`src/rtl/fuel_station_pkg.sv`:
```
package fuel_station_pkg;

  // setup has two encodings
  typedef enum logic [1:0] {
    mode_simulate  = 2'b00,
    mode_add_car   = 2'b01,
    mode_setup     = 2'b10,
    mode_setup_alt = 2'b11
  } mode_t;

  typedef enum logic {
    fuel_gasoline = 1'b0,
    fuel_diesel   = 1'b1
  } fuel_t;

  typedef logic [3:0] amount_t;      // fuel units one car needs
  typedef logic [2:0] pump_count_t;
  typedef logic [3:0] car_count_t;   // cars in one queue
  typedef logic [7:0] total_t;       // units still needed per fuel

  typedef struct packed {
    fuel_t   fuel;
    amount_t amount;
  } car_t;

  typedef struct packed {
    logic tick;       // run one time step
    logic clear;      // valid setup so flush queues and pumps
    logic add;        // push a car
    logic car_bad;
    logic setup_bad;
    car_t car;
  } station_cmd_t;

  typedef struct packed {
    logic        configured;
    pump_count_t n_gasoline;
    pump_count_t n_diesel;
  } station_cfg_t;

  localparam int DEFAULT_NUM_PUMPS   = 6;
  localparam int DEFAULT_QUEUE_DEPTH = 8;
  localparam int DEFAULT_MAX_FUEL    = 8;

endpackage

```
`src/rtl/station_cmd_decoder.sv`:
```
`timescale 1ns/1ps

module station_cmd_decoder #(
  parameter int NUM_PUMPS = fuel_station_pkg::DEFAULT_NUM_PUMPS,
  parameter int MAX_FUEL  = fuel_station_pkg::DEFAULT_MAX_FUEL
) (
  input  logic                           CLK,
  input  logic                           reset,
  input  fuel_station_pkg::mode_t        mode,
  input  fuel_station_pkg::pump_count_t  n_gasoline_pumps,
  input  fuel_station_pkg::pump_count_t  n_diesel_pumps,
  input  fuel_station_pkg::amount_t      fuel_amount,
  input  fuel_station_pkg::fuel_t        fuel_type,
  output fuel_station_pkg::station_cmd_t cmd,
  output fuel_station_pkg::station_cfg_t cfg
);
  import fuel_station_pkg::*;

  logic [3:0]   setup_total;
  logic [3:0]   cfg_total;
  logic         setup_ok;
  logic         amount_bad;
  logic         fuel_missing;
  station_cmd_t cmd_next;

  assign setup_total = {1'b0, n_gasoline_pumps} + {1'b0, n_diesel_pumps};
  assign setup_ok    = (setup_total != 4'd0) && (setup_total <= NUM_PUMPS);
  assign cfg_total   = {1'b0, cfg.n_gasoline} + {1'b0, cfg.n_diesel};

  assign amount_bad   = (fuel_amount == '0) || (fuel_amount > MAX_FUEL);
  assign fuel_missing = (fuel_type == fuel_gasoline) ? (cfg.n_gasoline == '0)
                                                     : (cfg.n_diesel == '0);

  always_comb begin
    cmd_next            = '0;
    cmd_next.car.fuel   = fuel_type;
    cmd_next.car.amount = fuel_amount;
    case (mode)
      mode_simulate: begin
        cmd_next.tick = cfg.configured;   // ignored until first setup
      end
      mode_add_car: begin
        cmd_next.tick    = cfg.configured;   // adding a car is a step too
        cmd_next.add     = cfg.configured;
        cmd_next.car_bad = cfg.configured && (amount_bad || fuel_missing);
      end
      mode_setup, mode_setup_alt: begin
        cmd_next.clear     = setup_ok;
        cmd_next.setup_bad = !setup_ok;
      end
      default: begin
        cmd_next = '0;
      end
    endcase
  end

  always_ff @(posedge CLK) begin
    if (reset) begin
      cmd <= '0;
      cfg <= '0;
    end else begin
      cmd <= cmd_next;
      if (cmd_next.clear) begin   // bad setup keeps old config
        cfg.configured <= 1'b1;
        cfg.n_gasoline <= n_gasoline_pumps;
        cfg.n_diesel   <= n_diesel_pumps;
      end
    end
  end

  cfg_in_range: assert property (@(posedge CLK) disable iff (reset)
    cfg.configured |-> (cfg_total >= 4'd1) && (cfg_total <= NUM_PUMPS));

endmodule

```
`src/rtl/fuel_queue.sv`:
```
`timescale 1ns/1ps

module fuel_queue #(
  parameter int                      QUEUE_DEPTH = fuel_station_pkg::DEFAULT_QUEUE_DEPTH,
  parameter fuel_station_pkg::fuel_t FUEL        = fuel_station_pkg::fuel_gasoline
) (
  input  logic                           CLK,
  input  logic                           reset,
  input  fuel_station_pkg::station_cmd_t cmd,
  input  fuel_station_pkg::station_cfg_t cfg,
  input  logic                           pop,
  output fuel_station_pkg::amount_t      head,
  output logic                           head_valid,
  output fuel_station_pkg::car_count_t   count,
  output fuel_station_pkg::total_t       queued_sum,
  output logic                           not_full,
  output logic                           reject
);
  import fuel_station_pkg::*;

  localparam int PTR_W = (QUEUE_DEPTH > 1) ? $clog2(QUEUE_DEPTH) : 1;

  amount_t          slots [QUEUE_DEPTH];
  logic [PTR_W-1:0] front;
  logic [PTR_W-1:0] back;
  logic             has_pumps;   // latched on clear
  logic             full;
  logic             push_req;
  logic             push;
  pump_count_t      fuel_pumps;

  function automatic logic [PTR_W-1:0] next_ptr(input logic [PTR_W-1:0] ptr);
    return (ptr == PTR_W'(QUEUE_DEPTH - 1)) ? '0 : ptr + 1'b1;
  endfunction

  assign fuel_pumps = (FUEL == fuel_gasoline) ? cfg.n_gasoline : cfg.n_diesel;
  assign full       = (count >= QUEUE_DEPTH);   // count at start of step
  assign push_req   = cmd.add && !cmd.car_bad && (cmd.car.fuel == FUEL);
  assign push       = push_req && !full;

  assign head       = slots[front];
  assign head_valid = (count != '0);
  assign not_full   = has_pumps && !full;   // no pumps reads as full

  always_ff @(posedge CLK) begin
    if (reset) begin
      front      <= '0;
      back       <= '0;
      count      <= '0;
      queued_sum <= '0;
      has_pumps  <= 1'b0;
      reject     <= 1'b0;
    end else if (cmd.clear) begin
      front      <= '0;
      back       <= '0;
      count      <= '0;
      queued_sum <= '0;
      has_pumps  <= (fuel_pumps != '0);
      reject     <= 1'b0;
    end else begin
      if (pop) begin
        front <= next_ptr(front);
      end
      if (push) begin
        back <= next_ptr(back);
      end
      count      <= count + car_count_t'(push) - car_count_t'(pop);
      queued_sum <= queued_sum + (push ? total_t'(cmd.car.amount) : '0)
                               - (pop ? total_t'(head) : '0);
      reject     <= push_req && full;   // car is dropped
    end
  end

  always_ff @(posedge CLK) begin
    if (push) begin
      slots[back] <= cmd.car.amount;
    end
  end

  // the pump bank must only pop a car that is there
  pop_needs_car: assert property (@(posedge CLK) disable iff (reset)
    pop |-> head_valid);

  count_bounded: assert property (@(posedge CLK) disable iff (reset)
    count <= QUEUE_DEPTH);

endmodule

```
`src/rtl/pump_bank.sv`:
```
`timescale 1ns/1ps

module pump_bank #(
  parameter int NUM_PUMPS = fuel_station_pkg::DEFAULT_NUM_PUMPS
) (
  input  logic                           CLK,
  input  logic                           reset,
  input  fuel_station_pkg::station_cmd_t cmd,
  input  fuel_station_pkg::station_cfg_t cfg,
  input  fuel_station_pkg::amount_t      gas_head,
  input  logic                           gas_head_valid,
  input  fuel_station_pkg::amount_t      diesel_head,
  input  logic                           diesel_head_valid,
  output logic                           gas_pop,
  output logic                           diesel_pop,
  output logic [NUM_PUMPS-1:0]           pump_idle,
  output fuel_station_pkg::total_t       gas_remaining,
  output fuel_station_pkg::total_t       diesel_remaining
);
  import fuel_station_pkg::*;

  amount_t              remaining [NUM_PUMPS];   // units left at each pump
  logic [NUM_PUMPS-1:0] gas_mask;
  logic [NUM_PUMPS-1:0] diesel_mask;
  logic [NUM_PUMPS-1:0] busy;
  logic [NUM_PUMPS-1:0] gas_free;
  logic [NUM_PUMPS-1:0] diesel_free;
  logic [NUM_PUMPS-1:0] gas_grant;
  logic [NUM_PUMPS-1:0] diesel_grant;

  always_comb begin
    gas_remaining    = '0;
    diesel_remaining = '0;
    for (int i = 0; i < NUM_PUMPS; i++) begin
      busy[i] = (remaining[i] != '0);
      if (gas_mask[i]) begin
        gas_remaining = gas_remaining + total_t'(remaining[i]);
      end
      if (diesel_mask[i]) begin
        diesel_remaining = diesel_remaining + total_t'(remaining[i]);
      end
    end
  end

  assign gas_free    = gas_mask & ~busy;
  assign diesel_free = diesel_mask & ~busy;

  // lowest free pump of each group
  assign gas_grant    = gas_free & (~gas_free + 1'b1);
  assign diesel_grant = diesel_free & (~diesel_free + 1'b1);

  assign gas_pop    = cmd.tick && gas_head_valid && (gas_free != '0);
  assign diesel_pop = cmd.tick && diesel_head_valid && (diesel_free != '0);
  assign pump_idle  = gas_free | diesel_free;   // unconfigured pumps stay low

  // gasoline group first, diesel right after it
  always_ff @(posedge CLK) begin
    if (reset) begin
      gas_mask    <= '0;
      diesel_mask <= '0;
    end else if (cmd.clear) begin
      for (int i = 0; i < NUM_PUMPS; i++) begin
        gas_mask[i]    <= (i < cfg.n_gasoline);
        diesel_mask[i] <= (i >= cfg.n_gasoline) &&
                          (i < cfg.n_gasoline + cfg.n_diesel);
      end
    end
  end

  always_ff @(posedge CLK) begin
    for (int i = 0; i < NUM_PUMPS; i++) begin
      if (reset || cmd.clear) begin
        remaining[i] <= '0;
      end else if (cmd.tick) begin
        if (gas_pop && gas_grant[i]) begin
          remaining[i] <= gas_head;   // loaded pump skips this step
        end else if (diesel_pop && diesel_grant[i]) begin
          remaining[i] <= diesel_head;
        end else if (busy[i]) begin
          remaining[i] <= remaining[i] - 1'b1;   // one unit dispensed
        end
      end
    end
  end

  // a pump that takes a car has units to dispense in the next step
  for (genvar g = 0; g < NUM_PUMPS; g++) begin : g_pump_chk
    load_not_empty: assert property (@(posedge CLK) disable iff (reset)
      ((gas_pop && gas_grant[g]) || (diesel_pop && diesel_grant[g])) |=> busy[g]);
  end

endmodule

```
`src/rtl/station_status.sv`:
```
`timescale 1ns/1ps

module station_status #(
  parameter int NUM_PUMPS = fuel_station_pkg::DEFAULT_NUM_PUMPS
) (
  input  logic                           CLK,
  input  logic                           reset,
  input  fuel_station_pkg::station_cmd_t cmd,
  input  fuel_station_pkg::car_count_t   gas_count,
  input  fuel_station_pkg::car_count_t   diesel_count,
  input  fuel_station_pkg::total_t       gas_queued_sum,
  input  fuel_station_pkg::total_t       diesel_queued_sum,
  input  logic                           gas_not_full,
  input  logic                           diesel_not_full,
  input  logic                           gas_reject,
  input  logic                           diesel_reject,
  input  logic [NUM_PUMPS-1:0]           pump_idle,
  input  fuel_station_pkg::total_t       gas_remaining,
  input  fuel_station_pkg::total_t       diesel_remaining,
  output logic [0:NUM_PUMPS-1]           pump_status,
  output logic                           is_gasoline_queue_not_full,
  output logic                           is_diesel_queue_not_full,
  output fuel_station_pkg::car_count_t   n_cars_in_gasoline_queue,
  output fuel_station_pkg::car_count_t   n_cars_in_diesel_queue,
  output fuel_station_pkg::total_t       total_gasoline_needed,
  output fuel_station_pkg::total_t       total_diesel_needed,
  output logic                           invalid_gasoline_car,
  output logic                           invalid_diesel_car,
  output logic                           invalid_setup_params
);
  import fuel_station_pkg::*;

  // decode flags wait one cycle to line up with queue rejects
  logic gas_bad_d;
  logic diesel_bad_d;
  logic setup_bad_d;

  always_ff @(posedge CLK) begin
    if (reset) begin
      gas_bad_d                  <= 1'b0;
      diesel_bad_d               <= 1'b0;
      setup_bad_d                <= 1'b0;
      pump_status                <= '0;
      is_gasoline_queue_not_full <= 1'b0;
      is_diesel_queue_not_full   <= 1'b0;
      n_cars_in_gasoline_queue   <= '0;
      n_cars_in_diesel_queue     <= '0;
      total_gasoline_needed      <= '0;
      total_diesel_needed        <= '0;
      invalid_gasoline_car       <= 1'b0;
      invalid_diesel_car         <= 1'b0;
      invalid_setup_params       <= 1'b0;
    end else begin
      gas_bad_d    <= cmd.car_bad && (cmd.car.fuel == fuel_gasoline);
      diesel_bad_d <= cmd.car_bad && (cmd.car.fuel == fuel_diesel);
      setup_bad_d  <= cmd.setup_bad;
      for (int i = 0; i < NUM_PUMPS; i++) begin
        pump_status[i] <= pump_idle[i];   // pump 0 is the leftmost bit
      end
      is_gasoline_queue_not_full <= gas_not_full;
      is_diesel_queue_not_full   <= diesel_not_full;
      n_cars_in_gasoline_queue   <= gas_count;
      n_cars_in_diesel_queue     <= diesel_count;
      total_gasoline_needed      <= gas_queued_sum + gas_remaining;
      total_diesel_needed        <= diesel_queued_sum + diesel_remaining;
      invalid_gasoline_car       <= gas_bad_d || gas_reject;
      invalid_diesel_car         <= diesel_bad_d || diesel_reject;
      invalid_setup_params       <= setup_bad_d;
    end
  end

endmodule

```
`src/rtl/fuel_station_top.sv`:
```
`timescale 1ns/1ps

module fuel_station_top #(
  parameter int NUM_PUMPS   = fuel_station_pkg::DEFAULT_NUM_PUMPS,
  parameter int QUEUE_DEPTH = fuel_station_pkg::DEFAULT_QUEUE_DEPTH,
  parameter int MAX_FUEL    = fuel_station_pkg::DEFAULT_MAX_FUEL
) (
  input  logic [1:0]                    mode,
  input  fuel_station_pkg::pump_count_t n_gasoline_pumps,
  input  fuel_station_pkg::pump_count_t n_diesel_pumps,
  input  fuel_station_pkg::amount_t     fuel_amount,
  input  logic                          fuel_type,
  input  logic                          CLK,
  input  logic                          reset,
  output logic [0:NUM_PUMPS-1]          pump_status,
  output logic                          is_gasoline_queue_not_full,
  output logic                          is_diesel_queue_not_full,
  output fuel_station_pkg::car_count_t  n_cars_in_gasoline_queue,
  output fuel_station_pkg::car_count_t  n_cars_in_diesel_queue,
  output fuel_station_pkg::total_t      total_gasoline_needed,
  output fuel_station_pkg::total_t      total_diesel_needed,
  output logic                          invalid_gasoline_car,
  output logic                          invalid_diesel_car,
  output logic                          invalid_setup_params
);
  import fuel_station_pkg::*;

  station_cmd_t         cmd;
  station_cfg_t         cfg;
  amount_t              gas_head;
  amount_t              diesel_head;
  logic                 gas_head_valid;
  logic                 diesel_head_valid;
  car_count_t           gas_count;
  car_count_t           diesel_count;
  total_t               gas_queued_sum;
  total_t               diesel_queued_sum;
  logic                 gas_not_full;
  logic                 diesel_not_full;
  logic                 gas_reject;
  logic                 diesel_reject;
  logic                 gas_pop;
  logic                 diesel_pop;
  logic [NUM_PUMPS-1:0] pump_idle;
  total_t               gas_remaining;
  total_t               diesel_remaining;

  station_cmd_decoder #(.NUM_PUMPS(NUM_PUMPS), .MAX_FUEL(MAX_FUEL)) decoder (
    .CLK(CLK), .reset(reset),
    .mode(mode_t'(mode)),
    .n_gasoline_pumps(n_gasoline_pumps), .n_diesel_pumps(n_diesel_pumps),
    .fuel_amount(fuel_amount), .fuel_type(fuel_t'(fuel_type)),
    .cmd(cmd), .cfg(cfg)
  );

  fuel_queue #(.QUEUE_DEPTH(QUEUE_DEPTH), .FUEL(fuel_gasoline)) gas_queue (
    .CLK(CLK), .reset(reset), .cmd(cmd), .cfg(cfg), .pop(gas_pop),
    .head(gas_head), .head_valid(gas_head_valid), .count(gas_count),
    .queued_sum(gas_queued_sum), .not_full(gas_not_full), .reject(gas_reject)
  );

  fuel_queue #(.QUEUE_DEPTH(QUEUE_DEPTH), .FUEL(fuel_diesel)) diesel_queue (
    .CLK(CLK), .reset(reset), .cmd(cmd), .cfg(cfg), .pop(diesel_pop),
    .head(diesel_head), .head_valid(diesel_head_valid), .count(diesel_count),
    .queued_sum(diesel_queued_sum), .not_full(diesel_not_full),
    .reject(diesel_reject)
  );

  pump_bank #(.NUM_PUMPS(NUM_PUMPS)) pumps (
    .CLK(CLK), .reset(reset), .cmd(cmd), .cfg(cfg),
    .gas_head(gas_head), .gas_head_valid(gas_head_valid),
    .diesel_head(diesel_head), .diesel_head_valid(diesel_head_valid),
    .gas_pop(gas_pop), .diesel_pop(diesel_pop), .pump_idle(pump_idle),
    .gas_remaining(gas_remaining), .diesel_remaining(diesel_remaining)
  );

  station_status #(.NUM_PUMPS(NUM_PUMPS)) status (
    .CLK(CLK), .reset(reset), .cmd(cmd),
    .gas_count(gas_count), .diesel_count(diesel_count),
    .gas_queued_sum(gas_queued_sum), .diesel_queued_sum(diesel_queued_sum),
    .gas_not_full(gas_not_full), .diesel_not_full(diesel_not_full),
    .gas_reject(gas_reject), .diesel_reject(diesel_reject),
    .pump_idle(pump_idle),
    .gas_remaining(gas_remaining), .diesel_remaining(diesel_remaining),
    .pump_status(pump_status),
    .is_gasoline_queue_not_full(is_gasoline_queue_not_full),
    .is_diesel_queue_not_full(is_diesel_queue_not_full),
    .n_cars_in_gasoline_queue(n_cars_in_gasoline_queue),
    .n_cars_in_diesel_queue(n_cars_in_diesel_queue),
    .total_gasoline_needed(total_gasoline_needed),
    .total_diesel_needed(total_diesel_needed),
    .invalid_gasoline_car(invalid_gasoline_car),
    .invalid_diesel_car(invalid_diesel_car),
    .invalid_setup_params(invalid_setup_params)
  );

endmodule

```
`config.mk`:
```
export PLATFORM = sky130hd
export DESIGN_NAME = fuel_station_top
export DESIGN_NICKNAME = d
export VERILOG_FILES = /design/src/rtl/fuel_station_pkg.sv /design/src/rtl/station_cmd_decoder.sv /design/src/rtl/fuel_queue.sv /design/src/rtl/pump_bank.sv /design/src/rtl/station_status.sv /design/src/rtl/fuel_station_top.sv
export SDC_FILE = /design/constraint.sdc
export NUM_CORES = 1
export LEC_CHECK = 0
export ABC_AREA = 0
export CAP_MARGIN = 20
export CORE_MARGIN = 4
export CORE_UTILIZATION = 60
export CTS_BUF_LIST = sky130_fd_sc_hd__clkbuf_2 sky130_fd_sc_hd__clkbuf_4 sky130_fd_sc_hd__clkbuf_8
export CTS_CLUSTER_SIZE = 8
export DETAILED_ROUTE_END_ITERATION = 8
export DONT_BUFFER_PORTS = 1
export PLACE_DENSITY = 0.77
export SYNTH_ARGS = -nofsm -noshare
export SYNTH_HDL_FRONTEND = slang
export SYNTH_SLANG_ARGS = --single-unit
export TNS_END_PERCENT = 30
```
`constraint.sdc`:
```
create_clock -name CLK -period 11.45 [get_ports CLK]
set_input_delay 3.435 -clock CLK [delete_from_list [all_inputs] [get_ports CLK]]
set_output_delay 3.435 -clock CLK [all_outputs]
set_load 0.005 [all_outputs]
```
==> results of run 1 <==
==> Yosys cell counts (6+ instances only) <==
cell type  number
dfxtp_1       113
nor2_1        113
ha_1          108
inv_1         103
nand2_1        89
edfxtp_1       88
a21oi_1        68
xnor2_1        52
o21ai_0        33
nor3_1         31
a21o_1         27
mux2_2         27
fa_1           24
nor2b_1        24
mux2i_1        22
nand3_1        22
clkbuf_1       21
xor2_1         19
and3_1         18
and2_1         17
o221ai_1       17
mux4_2         16
nor3b_1        13
o21a_1          9
buf_1           8
nand2b_1        8
a211oi_1        7
or2_2           7
o211ai_1        6
o21ai_1         6
==> power by group <==
| part | internal, mW | switching [mW] | leakage, nW | total (mW) |
|---|---|---|---|---|
| clock network | 0.359 | 0.283 | 0.366 | 0.642 |
| registers | 0.780 | 0.0383 | 1.75 | 0.818 |
| logic | 0.114 | 0.137 | 3.23 | 0.250 |
| total | 1.25 | 0.458 | 5.35 | 1.71 |
==> final cells by class <==
class | count | area, um2 | share of cell area
clock inverters | 7 | 43.8 | 0.00334
well taps | 265 | 332 | 0.0253
flip-flops and latches | 201 | 4900 | 0.374
multi-input cells | 865 | 6770 | 0.516
clock buffers | 55 | 644 | 0.0491
repair buffers | 5 | 35.0 | 0.00267
inverters | 104 | 390 | 0.0298
==> stage by stage <==
step	hold WS, ns	util	area [um2]	power (mW)
after global routing	0.445	0.665	13100	1.80
after global placement	0.420	0.630	12400	1.07
after detailed placement	0.428	0.630	12400	1.08
after CTS	0.435	0.665	13100	1.72
after floorplan	0.411	-	12200	1.02
final	0.422	0.665	13100	1.71
==> cells by family after synthesis <==
family / Yosys count
xor gates and xnor gates: 74
adders and majority gates: 132
muxes: 67
buffers and inverters: 140
DFF: 201
AOI/OAI and AO/OA: 218
and+or+nand+nor: 374
==> sequential cells by signal, indices dropped and copies added, names as in the netlist, 6 cells and up, named ones only <==
register / flops
gas_queue.slots: 32
pumps.gas_mask: 6
pumps.remaining: 24
status.total_gasoline_needed: 8
status.pump_status: 6
decoder.cmd: 10
gas_queue.queued_sum: 8
diesel_queue.slots: 32
decoder.cfg: 7
pumps.diesel_mask: 6
status.total_diesel_needed: 8
diesel_queue.queued_sum: 8
==> worst paths after layout <==
| check | start | to | slack (ns) | cells past startpoint |
|---|---|---|---|---|
| setup / recovery | pumps.remaining[0][0] | status.total_diesel_needed[7] | 4.63 | 30 |
| hold / removal | decoder.cmd[5] | status.setup_bad_d | 0.42 | 1 |
| setup reg to reg | pumps.remaining[0][0] | status.total_diesel_needed[7] | 4.63 | 30 |
| hold reg to reg | decoder.cmd[5] | status.setup_bad_d | 0.42 | 1 |
==> routing by layer <==
metal,global-route usage,part of all wire,wire [um]
met1,0.318,0.43,11700
met4,0.0802,0.029,789
met2,0.436,0.49,13400
met5,0,0,0
met3,0.0424,0.052,1410
==> worst reg2reg max path, delay by kind of cell, from the launching register on <==
kind	cells	cell delay [ns]
compound gates	8	2.03
xor+xnor	4	0.58
fa+ha+maj	6	1.94
buf+inv	4	0.38
flops	1	0.43
mux	2	0.53
simple gates	6	0.79
==> results.md, run 1 <==
* Hold Vio Cnt, Final at 0
* Synth area leader: edfxtp_1
* Fin crit share at 0.596
* Nets at between 1,000 and 1,500
* Antenna-violating nets left at 0
* # IOs at 50
* Slowest CP cell: fa_1
* WL/cell at 18.2 um
* Setup skew after layout at 0.0341 ns
* CP bufs+invs at 4
* CTS tree: built
* CTS Buf Count at 35
* # port buffers at 0
* DRC errors left at 0
* Leakage at ~5.3 nW
* CP Capture Type: flip-flop
* Rel. slew slack at 0.313
* Status: finished clean
* Cell count after synthesis at roughly 1,200
* Number of distinct library cells after synthesis at 77
* Worst setup path category: flip-flop to flip-flop
* Area growth, synth to finish at 7.38%
* Starting Density at 0.620
* RD Place Congestion at ~0.87
* Post-synth top flop: dfxtp_1
* Post-synth EDFFs at 88
* Max FO, Critical Path at 5
* Cell Rows at 51
* Post-layout min period at 6.82 ns
* Final WL at ~27,000 um
* TNS Setup at 0 ns
* First-pass GRT wire length at roughly 45,000 um
* Placed cell count at 1,439
* Cts hold-fix bufs at 0
* Antenna Cells at 0
* Worst-margin pin slew at 1.00 ns
* Setup Buffers After CTS at 0
* Startpoint type of the worst setup path: flip-flop
* CTS Root Cell: clkbuf_8
* Synthesized Nets at 1,353
* # fillers at 1,506
* Fmax at 0.147 GHz
* CTS clock-pin slew for the worst setup and hold paths at 0.06 ns
* Synth top area cells: edfxtp_1 (22%), dfxtp_1 (19%), ha_1 (11%)
* Most frequent cells in the layout: nor2_1 (113), dfxtp_1 (113), ha_1 (108), inv_1 (103), nand2_1 (89)
* Hold WC Path Type: flip-flop to flip-flop
* Share of the synthesized area in the top cell type at 0.216
* Clock latency on the worst-skew pair at 0.53 ns
* Die Y at between 150 and 200 um
* Avg Cell Area, Syn at ~10 um2
* Vias per inst at 5.88
* Pwr dens at 130 nW/um2
* Crit-path leading delay family: compound AO/OA/AOI/OAI gates
* CP peak stage delay at ~0.51 ns
* CP Data Required Time at 11.85 ns
* Total die area at 22,700 um2
* Post-synthesis mux area share at 0.0746
* Starting DRT DRC Count at 656
* Max-slew violation count at 0
* Warnings, synthesis at 0
* Die X at 151 um
* Pre-antenna DRT Iters at 8
* Sequential share of the synthesized area at 0.401
* Place WS at between 4 and 5 ns
* Deepest clock path buffer count at 3
* Final setup viols at 0
* Asr flop ratio synth at 0
* Largest net degree at the start of global routing at 66
* Post-Syn Area at 12,200 um2
* Arrival @ worst endpoint at 7.22 ns
* RSZ-0062 raised after global routing: no
* Non-filler cells, final at ~1,500
* Proportion of layout cells with a drive suffix above 1 at 0.110
* GRT Overall Usage at 0.250
* Post-synthesis simple-gate area fraction at 0.154
* FF+latch count, synth at 201
* Initial antenna violation count at 0
* Largest family of logic cells by synthesized area: simple AND/OR/NAND/NOR gates
* Grt ovf at 0
* Area fraction in compound gates after synthesis at 0.120
* Post-DP HPWL at 20,600 um
* Vias in the first global route at a little under 9,000
* Max Cap Viol at 0
* H-Tree Level Count at 2
* Resized Gates After CTS at 0
* Routed vias at 8,827
* CTS sink count at 201
* Post-Synth Adder-Cell Area at 0.150
* Core area at between 15,000 and 20,000 um2
* Final WS setup at 4.63 ns
* Post-synthesis xor/xnor area fraction at 0.0558
* Max IR drop VDD at 0.144 mV
(Power assumes the default switching activity.)
==> inputs of run 2 (changes only) <==
PLACE_DENSITY = 0.8   (was 0.77)
clock period = 5.6 ns   (was 11.45 ns; I/O delays follow)
==> results.md, run 2 (synthesis gave the netlist of run 1 again) <==
* Status: finished, violations left
* Failing checks: setup timing
* Non-filler cells, final at 1,624 (+8.1%)
* Max-slew violation count at 0 (unchanged)
* CTS Buf Count at 35 (unchanged)
* Placed cell count at 1,542 (+7.2%)
* TNS Setup at -2.25 ns (-2.25 ns)
* Grt ovf at 0 (unchanged)
* Commonest non-fill, non-tap cell in the layout: buf_4
* RD Place Congestion at 0.898 (+3.3%)
* Place WS at -0.617 ns (-5.36 ns)
* DRC errors left at 0 (unchanged)
* Area post-placement at 13,400 um2 (+8.0%)
* Routed vias at 9,549 (+8.2%)
* Crit-path leading delay family: adder cells
* CP peak stage delay at 0.44 ns (-0.07 ns)
* Max FO, Critical Path at 4 (-1)
* # fillers at 1,313 (-13%)
* Antenna Cells at 0 (unchanged)
* Hold WC Path Type: flip-flop to flip-flop
* Sw power at 1.00 mW (+120%)
* # port buffers at 0 (unchanged)
* Fmax at 0.162 GHz (+11%)
* Final setup viols at 8 (+8)
* Antenna-violating nets left at 0 (unchanged)
* Final WL at 30,200 um (+11%)
* Vias in the first global route at 9,672 (+8.6%)
* Rel. slew slack at 0.299 (-0.0141)
* CP Capture Type: flip-flop
* Starting DRT DRC Count at 650 (-0.91%)
* Post-DP HPWL at 22,400 um (+9.0%)
* Max Cap Viol at 0 (unchanged)
* Fin area at 14,500 um2 (+11%)
* Cell Rows at 51 (unchanged)
* Initial antenna violation count at 0 (unchanged)
* Clock share of power at 0.366 (-0.009)
* Power share of the combinational group at 0.182 (+0.036)
* Most used cell, CP: ha_4
* Die Y at 151 um (unchanged)
* Sequential fraction of design power at 0.453 (-0.025)
* GRT Overall Usage at 0.272 (+0.0224)
* Vias per inst at 5.88 (about the same)
* Post-layout util at 0.738 (+0.0725)
* CTS tree: built
* Switching Share at 0.271 (+0.00327)
* Starting Density at 0.620 (unchanged)
* CP Data Required Time at 6.03 ns (-5.82 ns)
* Slowest CP cell: fa_2
* WL/cell at 18.6 um (+2.2%)
* Deepest clock path buffer count at 3 (unchanged)
* Startpoint type of the worst setup path: flip-flop
* Clock latency on the worst-skew pair at 0.54 ns (about the same)
* First-pass GRT wire length at 48,900 um (+8.8%)
* Leakage at 6.02 nW (+13%)
* H-Tree Level Count at 2 (unchanged)
* CTS sink count at 201 (unchanged)
* Worst-margin pin slew at 1.02 ns (+0.0206 ns)
* Cts hold-fix bufs at 0 (unchanged)
* Area growth, synth to finish at 19.1%
* Total die area at 22,700 um2 (unchanged)
* Setup skew after layout at 0.0422 ns (+0.00806 ns)
* Nets at 1,480 (+8.9%)
* Pint at 2.70 mW (+120%)
* Worst setup path category: flip-flop to flip-flop
* Fin crit share at 1.10 (+0.503)
* Pre-antenna DRT Iters at 6 (-2)
* Core area at 19,700 um2 (unchanged)
* Arrival @ worst endpoint at 6.59 ns (-0.63 ns)
* Final WS setup at -0.554 ns (-5.18 ns)
* Max IR drop VDD at 0.232 mV (+61%)
* CTS Root Cell: clkbuf_8
* CP bufs+invs at 2 (-2)
* Hold Vio Cnt, Final at 0 (unchanged)
* Most frequent cells in the layout: buf_4 (125), dfxtp_1 (113), nor2_1 (110), inv_1 (96)
* Pwr dens at 254 nW/um2 (+95%)
* # IOs at 50 (unchanged)
* Post-layout min period at 6.15 ns (-0.669 ns)
* CTS clock-pin slew for the worst setup and hold paths at 0.06 ns (about the same)
* RSZ-0062 raised after global routing: yes
* Largest net degree at the start of global routing at 66 (unchanged)
* Biggest regs: diesel_queue.slots (32), gas_queue.slots (32), pumps.remaining (24)
* Die X at 151 um (unchanged)
* Proportion of layout cells with a drive suffix above 1 at 0.253 (+0.143)
==> run 2: changes by cell type in the layout (fill, tap and decap cells not counted), moves of 5 or more <==
cell / delta
ha_1: -20
inv_1: -7
buf_4: +121
inv_2: +7
o21ai_0: -12
mux2i_1: -5
a21oi_1: -14
o21ai_2: +10
a21oi_2: +14
ha_4: +16
==> run 2: path summary, 6_finish.rpt <==
| path | slack [ns] | cells after the start | end | startpoint |
|---|---|---|---|---|
| min | 0.44 | 2 | status.invalid_gasoline_car | status.gas_bad_d |
| max | -0.55 | 30 | status.total_gasoline_needed[7] | pumps.remaining[0][0] |
| max reg2reg | -0.55 | 30 | status.total_gasoline_needed[7] | pumps.remaining[0][0] |
| min reg2reg | 0.44 | 2 | status.invalid_gasoline_car | status.gas_bad_d |
==> run 2: layer usage <==
layer	wire [um]	global-route usage	vias up
li1	-	-	4537
met1	12300	0.341	4601
met2	15200	0.474	324
met3	1700	0.0488	87
met4	992	0.0966	0
met5	0	0	-
==> run 2: cell type report <==
type	instances	area [um2]	area share
multi-input cells	865	7260	0.499
repair buffers	126	950	0.0653
inverters	104	390	0.0268
well taps	265	332	0.0228
clock buffers	57	666	0.0458
clock inverters	6	50.0	0.00344
flip-flops and latches	201	4900	0.337
==> run 2: tightest hold or removal path, delay by kind of cell (launching register included) <==
kind	cells	cell delay, ns
flops	1	0.31
simple gates	2	0.10
==> run 2: per-stage QoR <==
stage	hold slack (ns)	total power, mW
floorplan	0.411	2.12
global placement	0.417	2.29
detailed placement	0.432	2.31
CTS	0.445	3.69
global route	0.456	3.88
finish	0.440	3.70
==> run 2: repair_timing <==
action                                  4_1_cts  5_1_grt
endpoints found under the setup margin        8       10
buffers inserted                             13        6
pin swaps                                    47       22
resized for setup                            37       19
==> run 2: power by group through the flow <==
stage | Clock, mW | Sequential, mW | Combinational (mW)
after CTS | 1.37 | 1.67 | 0.649
after global placement | 0 | 1.70 | 0.587
after floorplan | 0 | 1.67 | 0.451
final | 1.35 | 1.67 | 0.672
after global routing | 1.45 | 1.68 | 0.748
after detailed placement | 0 | 1.70 | 0.610
